[config.mk]
export PLATFORM = sky130hd
export DESIGN_NAME = line_fill_buffer_flat
export DESIGN_NICKNAME = d
export VERILOG_FILES = /design/src/logic/cache_pkg.sv /design/src/logic/mem_burst_if.sv /design/src/logic/line_fill_buffer.sv /design/src/flat_wrapper.sv
export SDC_FILE = /design/constraint.sdc
export NUM_CORES = 1
export LEC_CHECK = 0
export ABC_AREA = 1
export BUFFER_PORTS_ARGS = -buffer_cell sky130_fd_sc_hd__clkbuf_2
export CAP_MARGIN = 15
export CORE_UTILIZATION = 50
export CTS_BUF_LIST = sky130_fd_sc_hd__clkbuf_16
export CTS_CLUSTER_DIAMETER = 40
export DETAILED_ROUTE_END_ITERATION = 8
export PLACE_DENSITY = 0.76
export SLEW_MARGIN = 15
export SYNTH_ARGS = -nofsm -noshare
export SYNTH_HDL_FRONTEND = slang
export SYNTH_SLANG_ARGS = --single-unit
export TNS_END_PERCENT = 20
[constraint.sdc]
create_clock -name clock -period 3.5 [get_ports clock]
set_clock_uncertainty 0.2 [all_clocks]
set_input_delay 0.35 -clock clock [delete_from_list [all_inputs] [get_ports clock]]
set_output_delay 0.35 -clock clock [all_outputs]
set_load 0.01 [all_outputs]
[src/logic/cache_pkg.sv]
package cache_pkg;

  localparam int addr_width     = 16;
  localparam int data_width     = 32;
  localparam int be_width       = 4;
  localparam int mem_data_width = 32;
  localparam int line_words     = 4;
  localparam int line_width     = 128;
  localparam int num_sets       = 16;
  localparam int num_ways       = 4;
  localparam int offset_width   = 4;
  localparam int index_width    = 4;
  localparam int tag_width      = 8;

  localparam logic [10:0] lfsr_seed = 11'd101;

  typedef logic [addr_width-1:0]  addr_t;
  typedef logic [data_width-1:0]  word_t;
  typedef logic [be_width-1:0]    be_t;
  typedef logic [line_width-1:0]  line_t;
  typedef logic [tag_width-1:0]   tag_t;
  typedef logic [index_width-1:0] index_t;
  typedef logic [1:0]             way_t;
  typedef logic [1:0]             beat_t;

  typedef struct packed {
    logic valid;
    logic dirty;
    tag_t tag;
  } tag_entry_t;

  // address is tag | index | word | byte
  function automatic tag_t addr_tag(addr_t a);
    return a[addr_width-1 -: tag_width];
  endfunction

  function automatic index_t addr_index(addr_t a);
    return a[offset_width +: index_width];
  endfunction

  function automatic beat_t addr_word(addr_t a);
    return a[offset_width-1:2];
  endfunction

  function automatic addr_t line_base(tag_t t, index_t i);
    return {t, i, {offset_width{1'b0}}};
  endfunction

endpackage

[src/logic/mem_burst_if.sv]
`timescale 1ns/1ps

interface mem_burst_if;
  import cache_pkg::*;

  logic  rd_start;      // pulse, start a line fill
  logic  wr_start;      // pulse, start a victim writeback
  addr_t line_addr;
  line_t wr_line;
  logic  wr_done;
  word_t rd_word;
  logic  rd_word_valid;

  modport controller (
    output rd_start, wr_start, line_addr, wr_line,
    input  wr_done
  );

  modport port (
    input  rd_start, wr_start, line_addr, wr_line,
    output wr_done, rd_word, rd_word_valid
  );

  modport fill (
    input rd_word, rd_word_valid
  );

endinterface

[src/logic/line_fill_buffer.sv]
`timescale 1ns/1ps

module line_fill_buffer (
  input  logic             clock,
  input  logic             reset_n,
  input  logic             fill_clear,
  mem_burst_if.fill        bus,
  output logic             line_full,
  output cache_pkg::line_t fill_line
);
  import cache_pkg::*;

  logic [line_words-1:0] beat_valid;
  beat_t                 fill_ptr;   // fills always start at word 0

  always_ff @(posedge clock or negedge reset_n) begin
    if (!reset_n) begin
      beat_valid <= '0;
      fill_ptr   <= '0;
    end else if (fill_clear) begin
      beat_valid <= '0;
      fill_ptr   <= '0;
    end else if (bus.rd_word_valid) begin
      beat_valid[fill_ptr] <= 1'b1;
      fill_ptr             <= fill_ptr + 1'b1;
    end
  end

  always_ff @(posedge clock) begin
    if (bus.rd_word_valid) begin
      fill_line[fill_ptr*data_width +: data_width] <= bus.rd_word;
    end
  end

  assign line_full = &beat_valid;

endmodule

[src/flat_wrapper.sv]
// flat-port wrapper written by rule: the top's interface ports become plain ports
module line_fill_buffer_flat import cache_pkg::*;
  (clock, reset_n, fill_clear, line_full, fill_line, bus_rd_word, bus_rd_word_valid);
  mem_burst_if bus_i ();
  input  logic clock;
  input  logic reset_n;
  input  logic fill_clear;
  output logic line_full;
  output cache_pkg::line_t fill_line;
  input wire logic [$bits(bus_i.rd_word)-1:0] bus_rd_word;
  input wire logic [$bits(bus_i.rd_word_valid)-1:0] bus_rd_word_valid;
  assign bus_i.rd_word = bus_rd_word;
  assign bus_i.rd_word_valid = bus_rd_word_valid;
  line_fill_buffer u_core (.clock(clock), .reset_n(reset_n), .fill_clear(fill_clear), .bus(bus_i), .line_full(line_full), .fill_line(fill_line));
endmodule
Word level (Yosys, flattened, before mapping)
Cells that the tools add are included.

word-level totals
  flip-flop bits (word level) = 134
  bits in latches = 0
  bits in writable memories = 0
  ROM bits = 0
  word-level logic and storage cells = 20
  memories kept = 0

cells by class
  add/sub/neg operators = 2
  multipliers = 0
  div/mod/pow operators = 0
  order comparisons = 2
  equal/unequal tests = 0
  shift operators = 2
  mux-type cells = 7
  bitwise logic cells = 1
  reductions and logical operators = 3

operators with widths
  operator                     number
  $bwmux W128                  1
  $shift A32 B34 Y128 const A  1
  $shiftx A32 B34 Y128         1
  $neg A7 Y34                  1
  $mux W4                      2
  $mux W2                      2
  $or A4 B4 Y4                 1
  $reduce_and A4 Y1            1
  $lt A2 B3 Y1 const B         1
  $add A2 B1 Y2 const B        1
  $demux W1 S2                 1
  $ge A2 B1 Y1 const B         1
  $reduce_bool A2 Y1           1
  $logic_and A1 B1 Y1          1
  $mux W1                      1

Longest topological paths before layout
Gate-level depths: netlist of the first run.

  word-level depth = 7
  gate-level depth with buffers = 10
  gate-level depth less buffers = 6

Least setup slack after synthesis of the first run
Ideal clock, no wire load.

  path type = register to register
  from = register, netlist name u_core.fill_ptr[0]
  to = register u_core.fill_line[0] (enable)
  setup time = 387 ps
  arrival = 1930 ps
  required time = 2913 ps
  setup slack = 983 ps
  stages on the path, launching flop included = 8
  buffers on the path = 3
  clock period less this slack = 2517 ps
  path through = dfrtp_1 -> buf_4 -> inv_2 -> buf_6 -> buf_2 -> ha_1 -> nand2_1 -> inv_1

RTL lines
  what                           line                    text
  end signal, assigned by index  line_fill_buffer.sv:31  fill_line[fill_ptr*data_width +: data_width] <= bus.rd_word;
  end, declared                  line_fill_buffer.sv:9   output cache_pkg::line_t fill_line

Final worst setup path of the first run
  from = register u_core.fill_ptr[0]
  to = register u_core.fill_line[75] (data pin)

on the way
  longest elaborated chain between the ends = 3

RTL lines
  what                                                                line                    text
  start, declared                                                     line_fill_buffer.sv:14  beat_t fill_ptr;
  start signal, assigned                                              line_fill_buffer.sv:25  fill_ptr <= fill_ptr + 1'b1;
  $neg A7 Y34 *                                                       line_fill_buffer.sv:31
  $shiftx A32 B34 Y128 / $shift A32 B34 Y128 (equally long branches)  line_fill_buffer.sv:31
  $bwmux W128 *                                                       line_fill_buffer.sv:31

Mark *: on every way between the ends. The rest lies on a longest branch, timed or not.
A chain may end at the register's enable or synchronous reset.

==> results of run 1 <==
## cells in the mapped netlist, drive strengths merged
cell      n
ha        7
a21oi     4
inv      46
nor2    116
o21ai     2
nand3    11
clkbuf    1
nor3     18
buf      19
edfxtp  128
nand2    48
dfrtp     6
## layout make-up
cell class	instances	area, um2	area share, %
well taps	133	166	2.48
repair buffers	172	923	13.8
clock inverters	14	120	1.79
inverters	46	173	2.57
clock buffers	17	425	6.34
multi-input cells	206	913	13.6
flip-flops and latches	134	3990	59.5
## path summary, 6_finish.rpt
kind	end	slack (ns)	cells after the start
min in group asynchronous	u_core.beat_valid[1]$_DFFE_PN0P_	0.10	2
setup / recovery	u_core.fill_line[75]$_DFFE_PP_	0.44	5
hold / removal	u_core.fill_line[19]$_DFFE_PP_	0.08	3
max in group asynchronous	u_core.fill_ptr[1]$_DFFE_PN0P_	2.85	2
hold reg to reg	u_core.beat_valid[1]$_DFFE_PN0P_	0.31	2
setup reg to reg	u_core.fill_line[75]$_DFFE_PP_	0.44	5
## logic make-up (layout without fill, tap and decap cells)
group                      count (synthesis)  count (layout)
and+or+nand+nor                          193             193
DFF                                      134             134
buffers and inverters                     66             249
adders and majority gates                  7               7
AOI/OAI and AO/OA                          6               6
## worst min-delay path, cell delays in order
cell	delay, ns
clkbuf_2	0.10
inv_1	0.04
nor2_1	0.08
## sequential cells by signal, summed over array words and instances (netlist names)
name / flops
u_core.fill_line: 128
u_core.beat_valid: 4
u_core.fill_ptr: 2
## layer usage
layer	vias to the layer above	part of all wire (%)	track usage, %
met3	19	6.5	6.95
met2	173	51	38.8
met5	-	0	0
met4	0	2.3	10.3
met1	1735	40	28.9
li1	1679	-	-
## where the power goes
part / internal, mW / leakage, nW / switching (mW) / total, mW
combinational: 0.0888 / 1.29 / 0.234 / 0.322
sequential: 1.82 / 1.42 / 0.0238 / 1.84
clock: 1.02 / 0.275 / 0.617 / 1.64
total: 2.93 / 2.99 / 0.875 / 3.81
## what timing repair did
action	in CTS	in global routing
hold endpoints to repair	10	0
hold buffers	2	0
buffers inserted	0	0
## layout by cell type, fill, tap and decap left out, drive strengths merged, types with 4 or more instances in the layout
cell / count
nor3: 18
ha: 7
clkbuf: 181
dfrtp: 6
nor2: 116
buf: 6
a21oi: 4
clkinv: 8
edfxtp: 128
nand3: 11
nand2: 48
inv: 48
## per-stage QoR
stage	std cells	setup WS, ns	instance area [um2]	total power [mW]	hold slack, ns
5_1_grt	722	0.212	6720	3.92	0.0795
4_1_cts	722	0.441	6720	3.82	0.0692
6_report	722	0.444	6720	3.81	0.0786
2_1_floorplan	406	0.983	5230	2.08	-0.146
3_5_place_dp	689	0.537	6150	2.20	-0.0122
3_3_place_gp	689	0.738	6150	2.18	-0.0192
==> qor.csv, run 1 <==
stage;metric;value;unit
power;vdd_drop_max;0.370;mV
global_routing;grt_pass1_vias;3595;
final_layout;layout-drive-gt1-share;35.5;%
synth;seq_area_frac_synth;76.3;%
final_layout;antennaDiodeCount;0;
die;die_area;10900;um2
setup_path;setup.worst_path.start;u_core.fill_ptr[0]$_DFFE_PN0P_;
setup_path;path_class;reg2reg;
global_routing;grt_max_degree;38;
drt;drcViolationCount;0;
clock_tree;numCtsBuffers;17;
drt;dr.pass1.iters;5;
setup_path;path_delay_family;simple AND/OR/NAND/NOR gates;
setup_path;crit_buf_inv;2;
global_routing;antenna_found_initial;0;
die;die_w;104;um
setup_path;crit_slowest_cell;dfrtp_1;
timing;max_slew_margin;36.1;%
clock_tree;cts_buffer_depth;2;
die;io_pins;165;
timing;hold_violations;0;
synth;syn_inst;406;
synth;synth.cell_area;5230;um2
place;place_hpwl;8.26;mm
synth;synth_top_family_by_area;simple AND/OR/NAND/NOR gates;
timing;worstMarginPinSlew;0.957;ns
worst_hold_path;min_from;bus_rd_word[19];
synth;synthTopCellsByArea;edfxtp_1 73%, nor2_1 8.1%, inv_1 3.2%, nand2_1 3.1%, dfrtp_1 2.9%;
setup_path;path_cells;inv_2, ha_1, inv_1, nand2_1, nor2_1;
place;io_buffers;164;
synth;synth.top_cell.area_share;73.4;%
setup_path;critPathLaunchType;flip-flop;
timing;rsz0062_at_grt;false;
timing;min_period;3.06;ns
place;gp_congestion;0.786;
synth;synth_adder_area_share;1.67;%
worst_hold_path;hold_class;in2reg;
synth;synth_xor_area_share;0;%
run;max_cap_viol_count;0;
synth;synth_fp_nets;449;
clock_tree;htreeDepth;4;
setup_path;cp.required;3.54;ns
run_status;status;finished clean;
final_layout;fin_nets;620;
timing;setup_violations;0;
power;leakage;2.99;nW
setup_path;r2r-start;u_core.fill_ptr[0]$_DFFE_PN0P_;
die;coreArea;9950;um2
die;start_util;52.6;%
synth;synth-simple-area-share;15.2;%
drt;drt-wirelength-per-cell;16.9;um
global_routing;gr-usage-all-layers;23.6;%
clock_tree;cts.reportedPaths.clkPinSlew;0.05;ns
final_layout;final_util;67.5;%
die;num_rows;36;
synth;ys.warnings.count;0;
clock_tree;cts.sinks;134;
timing;drv_slew;0;
synth;synth_compound_area_share;0.574;%
synth;synthMuxAreaShare;0;%
setup_path;cp-end-kind;flip-flop;
final_layout;fillers;705;
drt;drtAntennaViolNets;0;
drt;via_per_inst;4.99;
final_layout;syn_to_final_growth;28.3;%
synth;yosys.area.top_type;edfxtp_1;
global_routing;grt_pass1_wl;18.9;mm
clock_tree;clkLatencyLatePin;0.41;ns
drt;initialDrtViolationCount;296;
synth;ys_seq_elements;134;
timing;fin_crit_sh;87.3;%
setup_path;arrival;3.10;ns
synth;yosys.cell_types.count;19;
setup_path;path_max_fanout;23;
timing;fmax;327;MHz
clock_tree;cts_tree;done;
drt;num_vias;3606;
global_routing;grt.overflow.total;0;
clock_tree;root_buffer;clkbuf_16;
synth;avgSynthCellArea;12.9;um2
drt;drt-total-wl;12.2;mm
die;die_y;104;um
clock_tree;cts_resized;0;
timing;tns;0;ns
setup_path;max_stage_delay;0.81;ns
power;p_per_area;567;nW/um2
(Power assumes the default switching activity.)
==> inputs of run 2 (changes only) <==
REMOVE_ABC_BUFFERS = 1   (was unset)
==> run 2 against run 1 <==
  * Die area unchanged
  * Via count rose by 1.8%
  * Clock power is 13% higher
  * Non-clock buffer count increased by 2
  * Total power increased by 5.9%
  * Utilization is 0.84 points higher
  * Design area rose by 1.2%
  * Cell count is 0.42% higher
==> qor.csv, run 2 (synthesis gave the netlist of run 1 again) <==
stage;metric;value;unit;change
global_routing;grt_max_degree;37;;-2.6%
clock_tree;clkLatencyLatePin;0.40;ns;about the same
drt;drtAntennaViolNets;0;;unchanged
timing;fin_crit_sh;70.9;%;-16 points
setup_path;path_max_fanout;23;;unchanged
power;vdd_drop_max;0.377;mV;+1.9%
power;swShare;22.9;%;-0.13 points
place;io_buffers;164;;unchanged
global_routing;grt_pass1_vias;3715;;+3.3%
power;p_int;3.11;mW;+6.0%
drt;dr.pass1.iters;5;;unchanged
final_layout;fillers;721;;+2.3%
drt;num_vias;3672;;+1.8%
final_layout;syn_to_final_growth;29.9;%;
die;io_pins;165;;unchanged
power;power.share.combinational;8.3;%;-0.2 points
final_layout;final_common_cell;clkbuf_2;;
timing;drv_slew;0;;unchanged
clock_tree;root_buffer;clkbuf_16;;
setup_path;critPathLaunchType;flip-flop;;
power;seq_power_share;45.6;%;-2.8 points
clock_tree;cts.reportedPaths.clkPinSlew;0.06;ns;about the same
clock_tree;htreeDepth;4;;unchanged
drt;drt-wirelength-per-cell;16.9;um;+0.11%
clock_tree;cts_tree;done;;
clock_tree;numCtsBuffers;17;;unchanged
clock_tree;cts_buffer_depth;2;;unchanged
setup_path;cp-end-kind;flip-flop;;
global_routing;grt.overflow.total;0;;unchanged
setup_path;path_cells;inv_1, ha_1, inv_1, nand2_1, nor2_1;;
run;max_cap_viol_count;0;;unchanged
timing;setup_violations;0;;unchanged
clock_tree;cts_resized;0;;unchanged
setup_path;path_class;reg2reg;;
die;die_area;10900;um2;unchanged
final_layout;largest_register_ffs;128;;unchanged
run_status;status;finished clean;;
setup_path;cp.required;3.54;ns;about the same
setup_path;cpMostUsedCell;inv_1;;
final_layout;fin_nets;622;;+0.32%
timing;worstMarginPinSlew;0.844;ns;-0.113 ns
timing;fmax;403;MHz;+23%
power;leakage;3.02;nW;+1.3%
setup_path;crit_slowest_cell;nand2_1;;
final_layout;layout-drive-gt1-share;36.3;%;+0.83 points
die;num_rows;36;;unchanged
final_layout;final_cell_mix;164 x clkbuf_2, 128 x edfxtp_1, 113 x nor2_1;;
setup_path;path_delay_family;simple AND/OR/NAND/NOR gates;;
power;p_switching;921;uW;+5.2%
die;coreArea;9950;um2;unchanged
power;p_per_area;592;nW/um2;+4.5%
place;gp_congestion;0.825;;+5.0%
drt;via_per_inst;5.06;;+1.4%
setup_path;rrSetupSlack;1.02;ns;+0.57 ns
timing;tns;0;ns;unchanged
drt;initialDrtViolationCount;235;;-21%
die;die_w;104;um;unchanged
die;die_y;104;um;unchanged
power;power.share.clock;46.1;%;+3.0 points
setup_path;arrival;2.53;ns;-0.57 ns
drt;drt-total-wl;12.3;mm;+0.52%
clock_tree;cts.sinks;134;;unchanged
timing;hold_violations;0;;unchanged
drt;drcViolationCount;0;;unchanged
final_layout;top_regs;u_core.fill_line (128), u_core.beat_valid (4), u_core.fill_ptr (2);;
timing;rsz0062_at_grt;false;;
final_layout;final_util;68.3;%;+0.84 points
setup_path;max_stage_delay;0.68;ns;-0.13 ns
place;place_hpwl;8.21;mm;-0.56%
global_routing;antenna_found_initial;0;;unchanged
worst_hold_path;hold_class;in2reg;;
final_layout;regMostFlops;u_core.fill_line;;
setup_path;crit_buf_inv;2;;unchanged
die;start_util;52.6;%;unchanged
global_routing;gr-usage-all-layers;23.8;%;+0.20 points
global_routing;grt_pass1_wl;19.1;mm;+0.98%
timing;max_slew_margin;43.6;%;+7.6 points
final_layout;antennaDiodeCount;0;;unchanged
timing;min_period;2.48;ns;-0.573 ns
## run 2: changes by cell type in the layout (fill, tap and decap cells not counted), sizes merged
cell,delta
buf,+2
inv,+3
bufinv,+2
clkinv,-4
## run 2: metrics by stage
step	hold WS (ns)	worst slack [ns]	instance area, um2	cells	total power [mW]
after floorplan	-0.146	0.869	5080	386	2.04
after global placement	-0.0139	1.11	6150	691	2.19
after detailed placement	-0.0116	1.05	6150	691	2.20
after CTS	0.0625	1.02	6800	725	4.05
after global routing	0.0769	0.756	6800	725	4.14
final	0.0783	1.02	6800	725	4.03
## run 2: power by group through the flow
stage               clock (mW)  combinational, mW  sequential, mW
detailed placement           0              0.333            1.87
global placement             0              0.324            1.87
finish                    1.86              0.334            1.84
global route              1.94              0.370            1.84
floorplan                    0              0.143            1.90
CTS                       1.88              0.338            1.84
## run 2: tightest hold or removal path: cells and delay by family
family / cells / cell delay, ns
buffers and inverters: 2 / 0.14
and+or+nand+nor: 1 / 0.08
## run 2: layer usage
layer	track usage [%]	routed length (um)	vias to the layer above
met2	38.6	6070	222
met1	29.1	4760	1738
met3	7.71	1220	21
li1	-	-	1691
met4	10.7	223	0
met5	0	0	-
## run 2: path summary, 6_finish.rpt
kind | start | end | cells past startpoint
worst max register to register | u_core.fill_ptr[1]$_DFFE_PN0P_ | u_core.fill_line[66]$_DFFE_PP_ | 5
max in group asynchronous | reset_n | u_core.beat_valid[1]$_DFFE_PN0P_ | 2
min in group asynchronous | reset_n | u_core.beat_valid[3]$_DFFE_PN0P_ | 2
worst min-delay path | bus_rd_word[21] | u_core.fill_line[21]$_DFFE_PP_ | 3
worst max-delay path | u_core.fill_ptr[1]$_DFFE_PN0P_ | u_core.fill_line[66]$_DFFE_PP_ | 5
worst min register to register | u_core.beat_valid[1]$_DFFE_PN0P_ | u_core.beat_valid[1]$_DFFE_PN0P_ | 2
## run 2: repair_timing
action / CTS / global route
setup buffers: 0 / 0
hold buffers: 2 / 0
endpoints found under the hold margin: 10 / 0
## run 2: cell type report
type / instances / area (um2) / share of cell area, %
Sequential cell: 134 / 3990 / 58.7
Timing Repair Buffer: 174 / 926 / 13.6
Inverter: 46 / 173 / 2.54
Clock buffer: 17 / 425 / 6.26
Clock inverter: 15 / 201 / 2.96
Multi-Input combinational cell: 206 / 913 / 13.4
Tap cell: 133 / 166 / 2.45
