### src/logic/cache_pkg.sv
package cache_pkg;

  localparam int addr_width     = 16;
  localparam int data_width     = 32;
  localparam int be_width       = 4;
  localparam int mem_data_width = 32;
  localparam int line_words     = 4;
  localparam int line_width     = 128;
  localparam int num_sets       = 16;
  localparam int num_ways       = 4;
  localparam int offset_width   = 4;
  localparam int index_width    = 4;
  localparam int tag_width      = 8;

  localparam logic [10:0] lfsr_seed = 11'd101;

  typedef logic [addr_width-1:0]  addr_t;
  typedef logic [data_width-1:0]  word_t;
  typedef logic [be_width-1:0]    be_t;
  typedef logic [line_width-1:0]  line_t;
  typedef logic [tag_width-1:0]   tag_t;
  typedef logic [index_width-1:0] index_t;
  typedef logic [1:0]             way_t;
  typedef logic [1:0]             beat_t;

  typedef struct packed {
    logic valid;
    logic dirty;
    tag_t tag;
  } tag_entry_t;

  // address is tag | index | word | byte
  function automatic tag_t addr_tag(addr_t a);
    return a[addr_width-1 -: tag_width];
  endfunction

  function automatic index_t addr_index(addr_t a);
    return a[offset_width +: index_width];
  endfunction

  function automatic beat_t addr_word(addr_t a);
    return a[offset_width-1:2];
  endfunction

  function automatic addr_t line_base(tag_t t, index_t i);
    return {t, i, {offset_width{1'b0}}};
  endfunction

endpackage

### src/logic/mem_burst_if.sv
`timescale 1ns/1ps

interface mem_burst_if;
  import cache_pkg::*;

  logic  rd_start;      // pulse, start a line fill
  logic  wr_start;      // pulse, start a victim writeback
  addr_t line_addr;
  line_t wr_line;
  logic  wr_done;
  word_t rd_word;
  logic  rd_word_valid;

  modport controller (
    output rd_start, wr_start, line_addr, wr_line,
    input  wr_done
  );

  modport port (
    input  rd_start, wr_start, line_addr, wr_line,
    output wr_done, rd_word, rd_word_valid
  );

  modport fill (
    input rd_word, rd_word_valid
  );

endinterface

### src/logic/mem_burst_port.sv
`timescale 1ns/1ps

module mem_burst_port (
  input  logic             clock,
  input  logic             reset_n,
  input  cache_pkg::word_t mem_rd_data,
  input  logic             mem_rd_valid,
  input  logic             mem_waitrequest,
  mem_burst_if.port        bus,
  output cache_pkg::addr_t mem_addr,
  output cache_pkg::word_t mem_wr_data,
  output logic             mem_wr,
  output logic             mem_rd
);
  import cache_pkg::*;

  beat_t wr_beat;
  beat_t beat_sel;
  logic  beat_accept;
  logic  last_beat;

  assign beat_accept = mem_wr && !mem_waitrequest;
  assign last_beat   = (wr_beat == beat_t'(line_words - 1));
  assign beat_sel    = bus.wr_start ? '0 : wr_beat + 1'b1;

  always_ff @(posedge clock or negedge reset_n) begin
    if (!reset_n) begin
      mem_rd      <= 1'b0;
      mem_wr      <= 1'b0;
      wr_beat     <= '0;
      bus.wr_done <= 1'b0;
    end else begin
      bus.wr_done <= 1'b0;
      if (bus.rd_start) begin
        mem_rd <= 1'b1;
      end else if (mem_rd && !mem_waitrequest) begin
        mem_rd <= 1'b0;   // command taken
      end
      if (bus.wr_start) begin
        mem_wr  <= 1'b1;
        wr_beat <= '0;
      end else if (beat_accept) begin
        if (last_beat) begin
          mem_wr      <= 1'b0;
          bus.wr_done <= 1'b1;
        end else begin
          wr_beat <= wr_beat + 1'b1;
        end
      end
    end
  end

  always_ff @(posedge clock) begin
    if (bus.rd_start || bus.wr_start) begin
      mem_addr <= bus.line_addr;
    end else if (beat_accept && !last_beat) begin
      mem_addr <= mem_addr + addr_t'(mem_data_width / 8);
    end
    if (bus.wr_start || (beat_accept && !last_beat)) begin
      mem_wr_data <= bus.wr_line[beat_sel*mem_data_width +: mem_data_width];
    end
  end

  // read beats go straight to the fill buffer
  assign bus.rd_word       = mem_rd_data;
  assign bus.rd_word_valid = mem_rd_valid;

endmodule

### src/flat_wrapper.sv
// flat-port wrapper written by rule: the top's interface ports become plain ports
module mem_burst_port_flat import cache_pkg::*;
  (clock, reset_n, mem_rd_data, mem_rd_valid, mem_waitrequest, mem_addr, mem_wr_data, mem_wr, mem_rd, bus_rd_start, bus_wr_start, bus_line_addr, bus_wr_line, bus_wr_done, bus_rd_word, bus_rd_word_valid);
  mem_burst_if bus_i ();
  input  logic clock;
  input  logic reset_n;
  input  cache_pkg::word_t mem_rd_data;
  input  logic mem_rd_valid;
  input  logic mem_waitrequest;
  output cache_pkg::addr_t mem_addr;
  output cache_pkg::word_t mem_wr_data;
  output logic mem_wr;
  output logic mem_rd;
  input wire logic [$bits(bus_i.rd_start)-1:0] bus_rd_start;
  input wire logic [$bits(bus_i.wr_start)-1:0] bus_wr_start;
  input wire logic [$bits(bus_i.line_addr)-1:0] bus_line_addr;
  input wire logic [$bits(bus_i.wr_line)-1:0] bus_wr_line;
  output wire logic [$bits(bus_i.wr_done)-1:0] bus_wr_done;
  output wire logic [$bits(bus_i.rd_word)-1:0] bus_rd_word;
  output wire logic [$bits(bus_i.rd_word_valid)-1:0] bus_rd_word_valid;
  assign bus_i.rd_start = bus_rd_start;
  assign bus_i.wr_start = bus_wr_start;
  assign bus_i.line_addr = bus_line_addr;
  assign bus_i.wr_line = bus_wr_line;
  assign bus_wr_done = bus_i.wr_done;
  assign bus_rd_word = bus_i.rd_word;
  assign bus_rd_word_valid = bus_i.rd_word_valid;
  mem_burst_port u_core (.clock(clock), .reset_n(reset_n), .mem_rd_data(mem_rd_data), .mem_rd_valid(mem_rd_valid), .mem_waitrequest(mem_waitrequest), .bus(bus_i), .mem_addr(mem_addr), .mem_wr_data(mem_wr_data), .mem_wr(mem_wr), .mem_rd(mem_rd));
endmodule
### config.mk
export PLATFORM = sky130hd
export DESIGN_NAME = mem_burst_port_flat
export DESIGN_NICKNAME = d
export VERILOG_FILES = /design/src/logic/cache_pkg.sv /design/src/logic/mem_burst_if.sv /design/src/logic/mem_burst_port.sv /design/src/flat_wrapper.sv
export SDC_FILE = /design/constraint.sdc
export NUM_CORES = 1
export LEC_CHECK = 0
export ABC_AREA = 0
export BUFFER_PORTS_ARGS = -buffer_cell sky130_fd_sc_hd__buf_2
export CAP_MARGIN = 20
export CORE_AREA = 2 2 102 104
export CTS_CLUSTER_DIAMETER = 100
export DETAILED_ROUTE_END_ITERATION = 10
export DIE_AREA = 0 0 104 106
export PLACE_DENSITY = 0.8
export SYNTH_ARGS = -nofsm -noshare
export SYNTH_HDL_FRONTEND = slang
export SYNTH_SLANG_ARGS = --single-unit
### constraint.sdc
create_clock -name clock -period 1.74 [get_ports clock]
set_input_delay 0.261 -clock clock [delete_from_list [all_inputs] [get_ports clock]]
set_output_delay 0.261 -clock clock [all_outputs]
set_load 0.01 [all_outputs]
=== Word level (Yosys, flattened, before mapping) ===
Index checks and enable logic that the tools add are counted.

* Register bits after elaboration: 53
* Bits in latches: 0
* Memory bits (writable): 0
* Bits in read-only memories: 0
* Bits of input ports: 182
* Output and inout bits: 84
* Word-level logic and storage cells: 38
* Memories kept: 0

* Add/sub/neg operators: 2
* Multipliers: 0
* Divide/modulo/power cells: 0
* Magnitude comparators: 0
* Equal/unequal tests: 2
* Shift-type cells: 1
* Mux-type cells: 14
* Bitwise logic cells: 0
* Reductions and logical operators: 13

{| class="wikitable"
|+ Operator list
! cell !! number
|-
| 128-bit by 8-bit variable part select with 32-bit output || 1
|-
| 16-bit 2-to-1 mux || 2
|-
| 16-bit by 3-bit adder with 16-bit output, second input constant || 1
|-
| 1-bit 2-to-1 mux || 8
|-
| 2-bit 2-to-1 mux || 4
|-
| 2-bit nonzero test || 4
|-
| 2-bit AND reduction || 2
|-
| 1-bit logical AND || 3
|-
| 2-bit by 1-bit adder with 2-bit output, second input constant || 1
|-
| 2-bit equality test, second input constant || 1
|-
| 1-bit logical NOT || 2
|-
| 1-bit logical OR || 2
|-
| 2-bit != test, second input constant || 1
|}

=== Longest topological paths before layout ===
Gate-level depths: netlist of run 1.

* Word-level depth: 5
* Mapped depth: 6

=== Worst setup path after synthesis of run 1 ===
OpenSTA, ideal clock, no wires.

* Kind: reg-to-reg
* Start point: reg u_core.wr_beat[0]
* End point: reg u_core.mem_wr_data[0] (enable)
* Library setup time: 387 ps
* Arrival: 1543 ps
* Data required time: 1353 ps
* Slack: -189 ps
* Stages on the path, launching flop included: 5
* Buffers on the path: 0
* Cell sequence: dfrtp_1 -> ha_1 -> nor3b_1 -> nor2_1 -> inv_1

* Longest elaborated chain between the ends: 4

{| class="wikitable"
|+ Ends and longest elaborated chain
! element !! RTL line !! source
|-
| from (decl) || mem_burst_port.sv:17 || <nowiki>beat_t wr_beat;</nowiki>
|-
| from (signal assigned) || mem_burst_port.sv:47 || <nowiki>wr_beat <= wr_beat + 1'b1;</nowiki>
|-
| 2-bit equality test || mem_burst_port.sv:23 || <nowiki>assign last_beat = (wr_beat == beat_t'(line_words - 1));</nowiki>
|-
| 1-bit logical NOT || mem_burst_port.sv:59 || <nowiki>if (bus.wr_start || (beat_accept && !last_beat)) begin</nowiki>
|-
| 1-bit logical AND || mem_burst_port.sv:59 ||
|-
| 1-bit logical OR || mem_burst_port.sv:59 ||
|-
| to (signal assigned) || mem_burst_port.sv:60 || <nowiki>mem_wr_data <= bus.wr_line[beat_sel*mem_data_width +: mem_data_width];</nowiki>
|-
| to (decl) || mem_burst_port.sv:11 || <nowiki>output cache_pkg::word_t mem_wr_data,</nowiki>
|}

Every way passes these cells.
A chain may end at the register's enable or synchronous reset.

=== Final worst setup path of run 1 ===
* Start point: reg u_core.wr_beat[0]
* End point: reg u_core.mem_wr_data[31] (data pin)

* Longest elaborated chain between the ends: 3

{| class="wikitable"
|+ Ends and longest elaborated chain
! element !! RTL line !! source
|-
| 2-bit by 1-bit adder with 2-bit output || mem_burst_port.sv:24 || <nowiki>assign beat_sel = bus.wr_start ? '0 : wr_beat + 1'b1;</nowiki>
|-
| 2-bit 2-to-1 mux || mem_burst_port.sv:24 ||
|-
| 128-bit by 8-bit variable part select with 32-bit output || mem_burst_port.sv:60 ||
|}

Every way passes these cells.

==> results.cfg, run 1 <==
[synthesis]
async_flop_share = 0.0943
yosysTopAreaCell = edfxtp_1
synth_seq_cells = 53
synth_edf_count = 48
synthTopCellsByArea = edfxtp_1 (44%), nand2_1 (8.4%), a31oi_1 (7.6%)
synth_fp_nets = 539
yosysWarnings = 0
post_synth_num_cell_types = 36
ys.flop_type = edfxtp_1
synth_area_per_cell_sq_um = 9.31
ys_seq_area_frac = 0.474
netlist.area_leader.share = 0.436
syn_area_sq_mm = 0.00330
synthCells = 355

[run_status]
outcome = finished, final reports clean

[sta]
period_share = 0.930
rsz0062_at_grt = no
finalSetupViolations = 0
relSlewSlack = 0.551
final.min_clock_period_ns = 1.62
final_hold_viol_count = 0
clock_skew_ns = 0.00581
worst_slew_pin_slew_ns = 0.674
fmax_ghz = 0.618
report.final.slew_viol_count = 0
tns_ns = 0

[die]
die_h_microns = 106
start_util = 0.330
rows = 37
die_w_microns = 104
ioPinCount = 266
dieArea_sq_mm = 0.0110
core_sq_mm = 0.0100

[detailed_routing]
vias_per_cell = 5.07
firstDrtPassIters = 4
routedWlPerCell_microns = 16.7
routed_wl_mm = 11.0
antenna_left = 0
drt_iter0_markers = 195
via_count = 3339
route.detailed.drc = 0

[global_routing]
grt_pass1_vias = 3120
use_met3 = 0.0558
grt_antenna_before_repair = 2
top_usage_layer = met2
grt_pass1_wl_mm = 16.1
globalRouteTotalUtil = 0.184
grt_overflow = 0
met1_usage = 0.214
met2_usage = 0.320
grt_max_degree = 41

[clocking]
cts_root_buffer = clkbuf_8
worst_skew_pair.late_latency_ns = 0.31
cts_sinks = 53
cts_tree = yes
cts_made_buffers = 5
htreeDepth = 2
cts_buffer_depth = 2
path_clk_slew_ns = 0.10

[setup_path]
critPathMaxFanout = 39
cp_cell_sequence = ha_1, nand2b_2, buf_12, a211oi_1, a31oi_1
path_buf_inv = 1
critical_path_class = flop to flop
required_ns = 1.80
cpLargestDelayFamily = flip-flops
cp-start-kind = flop
slowest_stage = dfrtp_2
worstPathArrival_ns = 1.68
max_stage_delay_ns = 0.44
crit_path_end_kind = flop

[power]
p_switching_w = 0.00142
leakage_nw = 1.93
p_per_area_mw_per_mm2 = 933
vdd_ir_drop_max_uv = 350
power.share.switching = 0.343
p_clk_frac = 0.172
p_int_w = 0.00272
combPwrFrac = 0.371
p_seq_frac = 0.456

[run]
drv_cap = 0

[placement]
gp_congestion = 0.904
hpwl_mm = 8.77
portBuffers = 199

[final_layout]
final_common_cell = buf_2
nFillCells = 1020
area_delta_synth_final_pct = 34.3
finalNetCount = 703
layout-drive-gt1-share = 0.446
utilization = 0.444
layout_common_cells = buf_2 (199), nand2_1 (74), edfxtp_1 (48), a31oi_1 (40)

[worst_hold_path]
hp-class = input port to flop
==> final timing paths <==
check                                               from                          endpoint  slack, ns  depth (start not counted)
setup reg to reg           u_core.wr_beat[0]$_DFFE_PN0P_  u_core.mem_wr_data[31]$_DFFE_PP_       0.12                          5
max in group asynchronous                        reset_n     u_core.wr_beat[0]$_DFFE_PN0P_       1.28                          2
hold reg to reg                u_core.mem_rd$_DFFE_PN0P_         u_core.mem_rd$_DFFE_PN0P_       0.52                          1
hold / removal                           mem_waitrequest      u_core.bus.wr_done$_DFF_PN0_       0.19                          2
min in group asynchronous                        reset_n         u_core.mem_rd$_DFFE_PN0P_       0.30                          2
setup / recovery           u_core.wr_beat[0]$_DFFE_PN0P_  u_core.mem_wr_data[31]$_DFFE_PP_       0.12                          5
==> stage by stage <==
step	total power, W	hold slack (ns)	setup WS, ns	area (sq um)	instances
after floorplan	0.00282	-0.0346	0.0577	3310	355
after detailed placement	0.00345	0.0913	0.0712	4290	645
final	0.00414	0.192	0.122	4440	658
after global placement	0.00340	0.0852	0.131	4290	645
after CTS	0.00417	0.156	0.0439	4390	654
after global routing	0.00439	0.181	0.0367	4440	657
==> routing by layer <==
| layer | vias up | wire (microns) |
|---|---|---|
| met4 | 0 | 393 |
| li1 | 1594 | - |
| met1 | 1512 | 4090 |
| met2 | 209 | 5450 |
| met3 | 24 | 1050 |
| met5 | - | 0 |
==> power by group through the flow <==
stage | clock (W) | sequential, W | combinational, W
2_1_floorplan | 0 | 0.00206 | 0.000760
3_3_place_gp | 0 | 0.00190 | 0.00150
3_5_place_dp | 0 | 0.00192 | 0.00153
4_1_cts | 0.000745 | 0.00189 | 0.00154
5_1_grt | 0.000779 | 0.00192 | 0.00169
6_report | 0.000714 | 0.00189 | 0.00154
==> cell usage after synthesis, drive strengths merged, types with 2 or more instances <==
library cell,number
nor2,13
o31ai,4
nor2b,32
buf,39
nand4,3
a31oi,40
or3,5
ha,2
edfxtp,48
xnor2,2
a211oi,32
and2,2
nand3,5
or4,5
nand2,74
o21ai,8
inv,4
dfrtp,5
clkbuf,19
==> timing repair <==
| action | CTS | global route |
|---|---|---|
| resized for setup | 0 | 4 |
| hold buffers | 1 | 0 |
| buffers inserted | 0 | 2 |
| setup endpoints to repair | 0 | 18 |
| endpoints found under the hold margin | 5 | 0 |
==> logic make-up (layout without fill, tap and decap cells) <==
kind of cell    Yosys count  after routing  synth area share
simple gates            145            145             0.214
compound gates           88             88             0.179
buf+inv                  62            227             0.111
flops                    53             53             0.474
xor+xnor                  3              3           0.00795
fa+ha+maj                 2              2           0.00757
mux                       2              2           0.00644
other cells               0              2                 0
==> registers in the layout, indices dropped and copies added (netlist names) <==
name / count
u_core.wr_beat: 2
u_core.mem_addr: 16
u_core.bus.wr_done: 1
u_core.mem_rd: 1
u_core.mem_wr_data: 32
u_core.mem_wr: 1
==> area by class of cell <==
cell class / instances / area [sq um] / share of cell area
Inverter: 4 / 18.8 / 0.00423
Antenna cell: 2 / 5.00 / 0.00113
Clock buffer: 5 / 68.8 / 0.0155
Tap cell: 136 / 170 / 0.0383
Timing Repair Buffer: 215 / 1180 / 0.266
Multi-Input combinational cell: 240 / 1410 / 0.317
Sequential cell: 53 / 1570 / 0.353
Clock inverter: 3 / 21.3 / 0.00479
Power figures use the tool's default switching activity.
==> inputs of run 2 (changes only) <==
--- a/config.mk
+++ b/config.mk
@@ -13,6 +13,7 @@
 export DETAILED_ROUTE_END_ITERATION = 10
 export DIE_AREA = 0 0 104 106
 export PLACE_DENSITY = 0.8
+export RECOVER_POWER = 100
 export SYNTH_ARGS = -nofsm -noshare
 export SYNTH_HDL_FRONTEND = slang
 export SYNTH_SLANG_ARGS = --single-unit
==> results.cfg, run 2 (same netlist as run 1, synthesis figures left out) <==
[die]
ioPinCount = 266
core_sq_mm = 0.0100
start_util = 0.330
die_w_microns = 104
rows = 37
die_h_microns = 106
dieArea_sq_mm = 0.0110

[final_layout]
fin_area_sq_mm = 0.00433
largest_register = u_core.mem_wr_data
layout_common_cells = buf_2 (148), nand2_1 (74), clkbuf_1 (54), edfxtp_1 (48), a31oi_1 (40)
layout-drive-gt1-share = 0.342
final_common_cell = buf_2
area_delta_synth_final_pct = 31.0
largestRegisters = u_core.mem_wr_data (32), u_core.mem_addr (16), u_core.wr_beat (2)
utilization = 0.433
finalNetCount = 703
finalNonFillerCells = 658
largest_reg_flops = 32

[clocking]
worst_skew_pair.late_latency_ns = 0.31
cts_made_buffers = 5
htreeDepth = 2
cts_buffer_depth = 2
cts_sinks = 53
cts_root_buffer = clkbuf_8
path_clk_slew_ns = 0.10
cts_tree = yes

[placement]
gp_congestion = 0.904
hpwl_mm = 8.77
placed_cells = 645
placed_cell_area_sq_mm = 0.00429
portBuffers = 199

[global_routing]
grt_antenna_before_repair = 2
grt_max_degree = 41
met1_usage = 0.214
use_met3 = 0.0558
top_usage_layer = met2
globalRouteTotalUtil = 0.184
grt_pass1_vias = 3120
grt_overflow = 0
grt_pass1_wl_mm = 16.1
met2_usage = 0.320

[run_status]
outcome = finished, final reports clean

[setup_path]
slowest_stage = dfrtp_2
max_stage_delay_ns = 0.43
cp-start-kind = flop
cpLargestDelayFamily = flip-flops
required_ns = 1.75
critical_path_class = flop to flop
path_buf_inv = 2
crit_path_end_kind = flop
cp_cell_sequence = ha_1, nor3b_2, nor2_2, clkinvlp_4, buf_6
worstPathArrival_ns = 1.61
critPathMaxFanout = 20

[sta]
report.final.slew_viol_count = 0
tns_ns = 0
finalSetupViolations = 0
clock_skew_ns = 0.00300
rsz0062_at_grt = no
relSlewSlack = 0.549
period_share = 0.919
final_hold_viol_count = 0
worst_slew_pin_slew_ns = 0.677
final.min_clock_period_ns = 1.60
fmax_ghz = 0.625

[detailed_routing]
drt_iter0_markers = 197
route.detailed.drc = 0
via_count = 3307
routed_wl_mm = 11.0
routedWlPerCell_microns = 16.7
firstDrtPassIters = 4
vias_per_cell = 5.03
antenna_left = 0

[power]
p_per_area_mw_per_mm2 = 935
leakage_nw = 1.76
vdd_ir_drop_max_uv = 347

[run]
drv_cap = 0

[worst_hold_path]
hp-class = input port to flop
[run 2: cell types whose count changed in the layout (fill, tap and decap cells not counted)]
cell	previous run	this run
and2_0	0	1
and2_1	2	1
buf_12	5	2
buf_2	199	148
buf_4	10	5
buf_6	0	2
clkbuf_1	0	54
clkbuf_2	0	1
clkbuf_4	0	2
[run 2: layout make-up]
class	count	area (sq um)
fill	1052	5670
sequential	53	1570
multi-input combinational	240	1410
timing repair buffer	215	1070
tap	136	170
clock buffer	5	68.8
clock inverter	3	21.3
inverter	4	18.8
antenna	2	5.00
[run 2: final timing paths]
check / start / cells past startpoint / endpoint / slack (ns)
max: u_core.wr_beat[0]$_DFFE_PN0P_ / 5 / u_core.mem_wr_data[6]$_DFFE_PP_ / 0.14
min: mem_waitrequest / 2 / u_core.bus.wr_done$_DFF_PN0_ / 0.19
max reg2reg: u_core.wr_beat[0]$_DFFE_PN0P_ / 5 / u_core.mem_wr_data[6]$_DFFE_PP_ / 0.14
min reg2reg: u_core.mem_rd$_DFFE_PN0P_ / 1 / u_core.mem_rd$_DFFE_PN0P_ / 0.52
max in group asynchronous: reset_n / 2 / u_core.wr_beat[0]$_DFFE_PN0P_ / 1.13
min in group asynchronous: reset_n / 2 / u_core.mem_rd$_DFFE_PN0P_ / 0.35
[run 2: stage by stage]
step | worst slack (ns) | total power [W] | hold WS [ns]
after CTS | 0.0439 | 0.00417 | 0.156
after floorplan | 0.0577 | 0.00282 | -0.0346
after global placement | 0.131 | 0.00340 | 0.0852
after detailed placement | 0.0712 | 0.00345 | 0.0913
final | 0.141 | 0.00405 | 0.191
after global routing | 0.0318 | 0.00430 | 0.181
[run 2: metal layers]
layer	share of wire	wire length (microns)	vias up
met4	0.035	384	0
met3	0.091	1000	24
met1	0.37	4110	1505
met2	0.50	5480	183
li1	-	-	1595
met5	0	0	-
[run 2: power breakdown]
part | total (W) | leakage [nW] | internal [W] | switching, W
Combinational | 0.00144 | 1.17 | 0.000568 | 0.000869
Sequential | 0.00190 | 0.548 | 0.00177 | 0.000131
Clock | 0.000712 | 0.0446 | 0.000287 | 0.000426
[run 2: timing repair]
action                     in CTS  in global routing
hold buffers                    1                  0
setup endpoints to repair       0                 18
setup buffers                   0                  2
gates resized for setup         0                  4
hold endpoints to repair        5                  0
==> inputs of run 3 (changes only) <==
--- a/config.mk
+++ b/config.mk
@@ -8,11 +8,11 @@
 export ABC_AREA = 0
 export BUFFER_PORTS_ARGS = -buffer_cell sky130_fd_sc_hd__buf_2
 export CAP_MARGIN = 20
-export CORE_AREA = 2 2 102 104
+export CORE_AREA = 2 2 103 105
 export CTS_CLUSTER_DIAMETER = 100
 export DETAILED_ROUTE_END_ITERATION = 10
-export DIE_AREA = 0 0 104 106
-export PLACE_DENSITY = 0.8
+export DIE_AREA = 0 0 105 107
+export PLACE_DENSITY = 0.79
 export RECOVER_POWER = 100
 export SYNTH_ARGS = -nofsm -noshare
 export SYNTH_HDL_FRONTEND = slang
==> constraint.sdc (replaced) <==
create_clock -name clock -period 1.75 [get_ports clock]
set_input_delay 0.2625 -clock clock [delete_from_list [all_inputs] [get_ports clock]]
set_output_delay 0.2625 -clock clock [all_outputs]
set_load 0.01 [all_outputs]
==> results.cfg, run 3 (same netlist as run 1, synthesis figures left out) <==
[setup_path]
reg2reg_slack_ns = 0.10
endpoint = u_core.mem_wr_data[28]$_DFFE_PP_
critPathMaxFanout = 40
slowest_stage = dfrtp_2
worstPathArrival_ns = 1.70
required_ns = 1.80
critical_path_class = flop to flop
max_stage_delay_ns = 0.41
timing.rr.end = u_core.mem_wr_data[28]$_DFFE_PP_
setup.worst_path.start = u_core.wr_beat[0]$_DFFE_PN0P_
crit_path_end_kind = flop
worstReg2RegStart = u_core.wr_beat[0]$_DFFE_PN0P_
cp-start-kind = flop
rr_worst_depth = 5
cp_cell_sequence = ha_1, nand2b_2, buf_6, a211oi_1, a31oi_1

[worst_hold_path]
hp-class = input port to flop

[die]
dieArea_sq_mm = 0.0112
core_sq_mm = 0.0101
ioPinCount = 266
die_h_microns = 107
die_w_microns = 105
rows = 37
start_util = 0.327

[detailed_routing]
drt_iter0_markers = 208
antenna_left = 0
routedWlPerCell_microns = 16.6
firstDrtPassIters = 4
via_count = 3270
vias_per_cell = 4.99
route.detailed.drc = 0
routed_wl_mm = 10.9

[run_status]
outcome = finished, final reports clean

[final_layout]
finalNonFillerCells = 655
diodes = 0
largestRegisters = u_core.mem_wr_data (32), u_core.mem_addr (16), u_core.wr_beat (2)
layout_common_cells = buf_2 (146), nand2_1 (74), clkbuf_1 (55), edfxtp_1 (48), a31oi_1 (40)
largest_register = u_core.mem_wr_data
finalNetCount = 702
area_delta_synth_final_pct = 30.7
largest_reg_flops = 32
fin_area_sq_mm = 0.00432
layout-drive-gt1-share = 0.337
nFillCells = 1051
final_common_cell = buf_2

[sta]
relSlewSlack = 0.736
rsz0062_at_grt = no
report.final.slew_viol_count = 0
period_share = 0.941
finalSetupViolations = 0
tns_ns = 0
final_hold_viol_count = 0
fmax_ghz = 0.607
worst_slew_pin_slew_ns = 0.395
final.min_clock_period_ns = 1.65
clock_skew_ns = 0.00933

[clocking]
htreeDepth = 2
worst_skew_pair.late_latency_ns = 0.30
cts_tree = yes
cts_root_buffer = clkbuf_8
cts_made_buffers = 5
cts_sinks = 53
path_clk_slew_ns = 0.10
cts_buffer_depth = 2

[power]
total_power_w = 0.00414
p_per_area_mw_per_mm2 = 959
vdd_ir_drop_max_uv = 358
leakage_nw = 1.76

[global_routing]
grt_overflow = 0
grt_pass1_wl_mm = 16.0
grt_pass1_vias = 3150
globalRouteTotalUtil = 0.179
grt_antenna_before_repair = 0
grt_max_degree = 41

[run]
drv_cap = 0

[placement]
portBuffers = 199
placed_cell_area_sq_mm = 0.00428
gp_congestion = 0.895
hpwl_mm = 8.55
placed_cells = 645
==> run 3: cell count changes in the layout (fill, tap and decap cells not counted), sizes merged <==
cell      before  now
diode          2    0
clkinvlp       2    1
bufinv         0    1
inv            4    3
==> run 3: where the power goes <==
group          internal (W)  switching, W  total, W
clock              0.000423      0.000404  0.000828
sequential          0.00176      0.000125   0.00188
combinational      0.000559      0.000872   0.00143
total               0.00274       0.00140   0.00414
==> run 3: repair_timing <==
action,4_1_cts,5_1_grt
setup endpoints to repair,0,10
buffers inserted,0,1
hold buffers,1,0
hold endpoints to repair,5,0
resized for setup,0,5
==> run 3: worst min path at each step <==
| stage | start | to | slack [ns] | cells after the start |
|---|---|---|---|---|
| 3_3_place_gp | reset_n | u_core.mem_rd$_DFFE_PN0P_ | 0.09 | 1 |
| 6_report | mem_waitrequest | u_core.bus.wr_done$_DFF_PN0_ | 0.17 | 2 |
| 2_1_floorplan | reset_n | u_core.bus.wr_done$_DFF_PN0_ | -0.03 | 0 |
| 5_1_grt | mem_waitrequest | u_core.bus.wr_done$_DFF_PN0_ | 0.16 | 2 |
| 4_1_cts | mem_waitrequest | u_core.bus.wr_done$_DFF_PN0_ | 0.16 | 2 |
| 3_5_place_dp | reset_n | u_core.mem_rd$_DFFE_PN0P_ | 0.09 | 1 |
==> run 3: area by class of cell <==
| class | instances | area (sq um) | area share |
|---|---|---|---|
| multi-input cells | 240 | 1390 | 0.323 |
| flip-flops and latches | 53 | 1570 | 0.363 |
| well taps | 136 | 170 | 0.0394 |
| repair buffers | 214 | 1060 | 0.246 |
| clock buffers | 6 | 72.6 | 0.0168 |
| clock inverters | 2 | 33.8 | 0.00782 |
| inverters | 4 | 18.8 | 0.00435 |
==> run 3: routing by layer <==
layer	vias to the layer above	GRT usage	share of wire
met3	18	0.0450	0.093
met2	215	0.337	0.53
met5	-	0	0
met1	1453	0.201	0.36
li1	1584	-	-
met4	0	0.0448	0.019
==> run 3: through the flow <==
stage	util	hold slack, ns	worst slack (ns)
after global routing	0.428	0.163	0.00445
after detailed placement	0.424	0.0888	0.0708
after floorplan	-	-0.0331	0.0677
final	0.428	0.171	0.103
after global placement	0.424	0.0858	0.0854
after CTS	0.436	0.158	0.0497
==> run 3: worst max-delay path: cells and delay by family (launching register included) <==
| family | cells | cell delay (ns) |
|---|---|---|
| DFF | 1 | 0.41 |
| AOI/OAI and AO/OA | 2 | 0.39 |
| buffers and inverters | 1 | 0.20 |
| and+or+nand+nor | 1 | 0.07 |
| adders and majority gates | 1 | 0.30 |
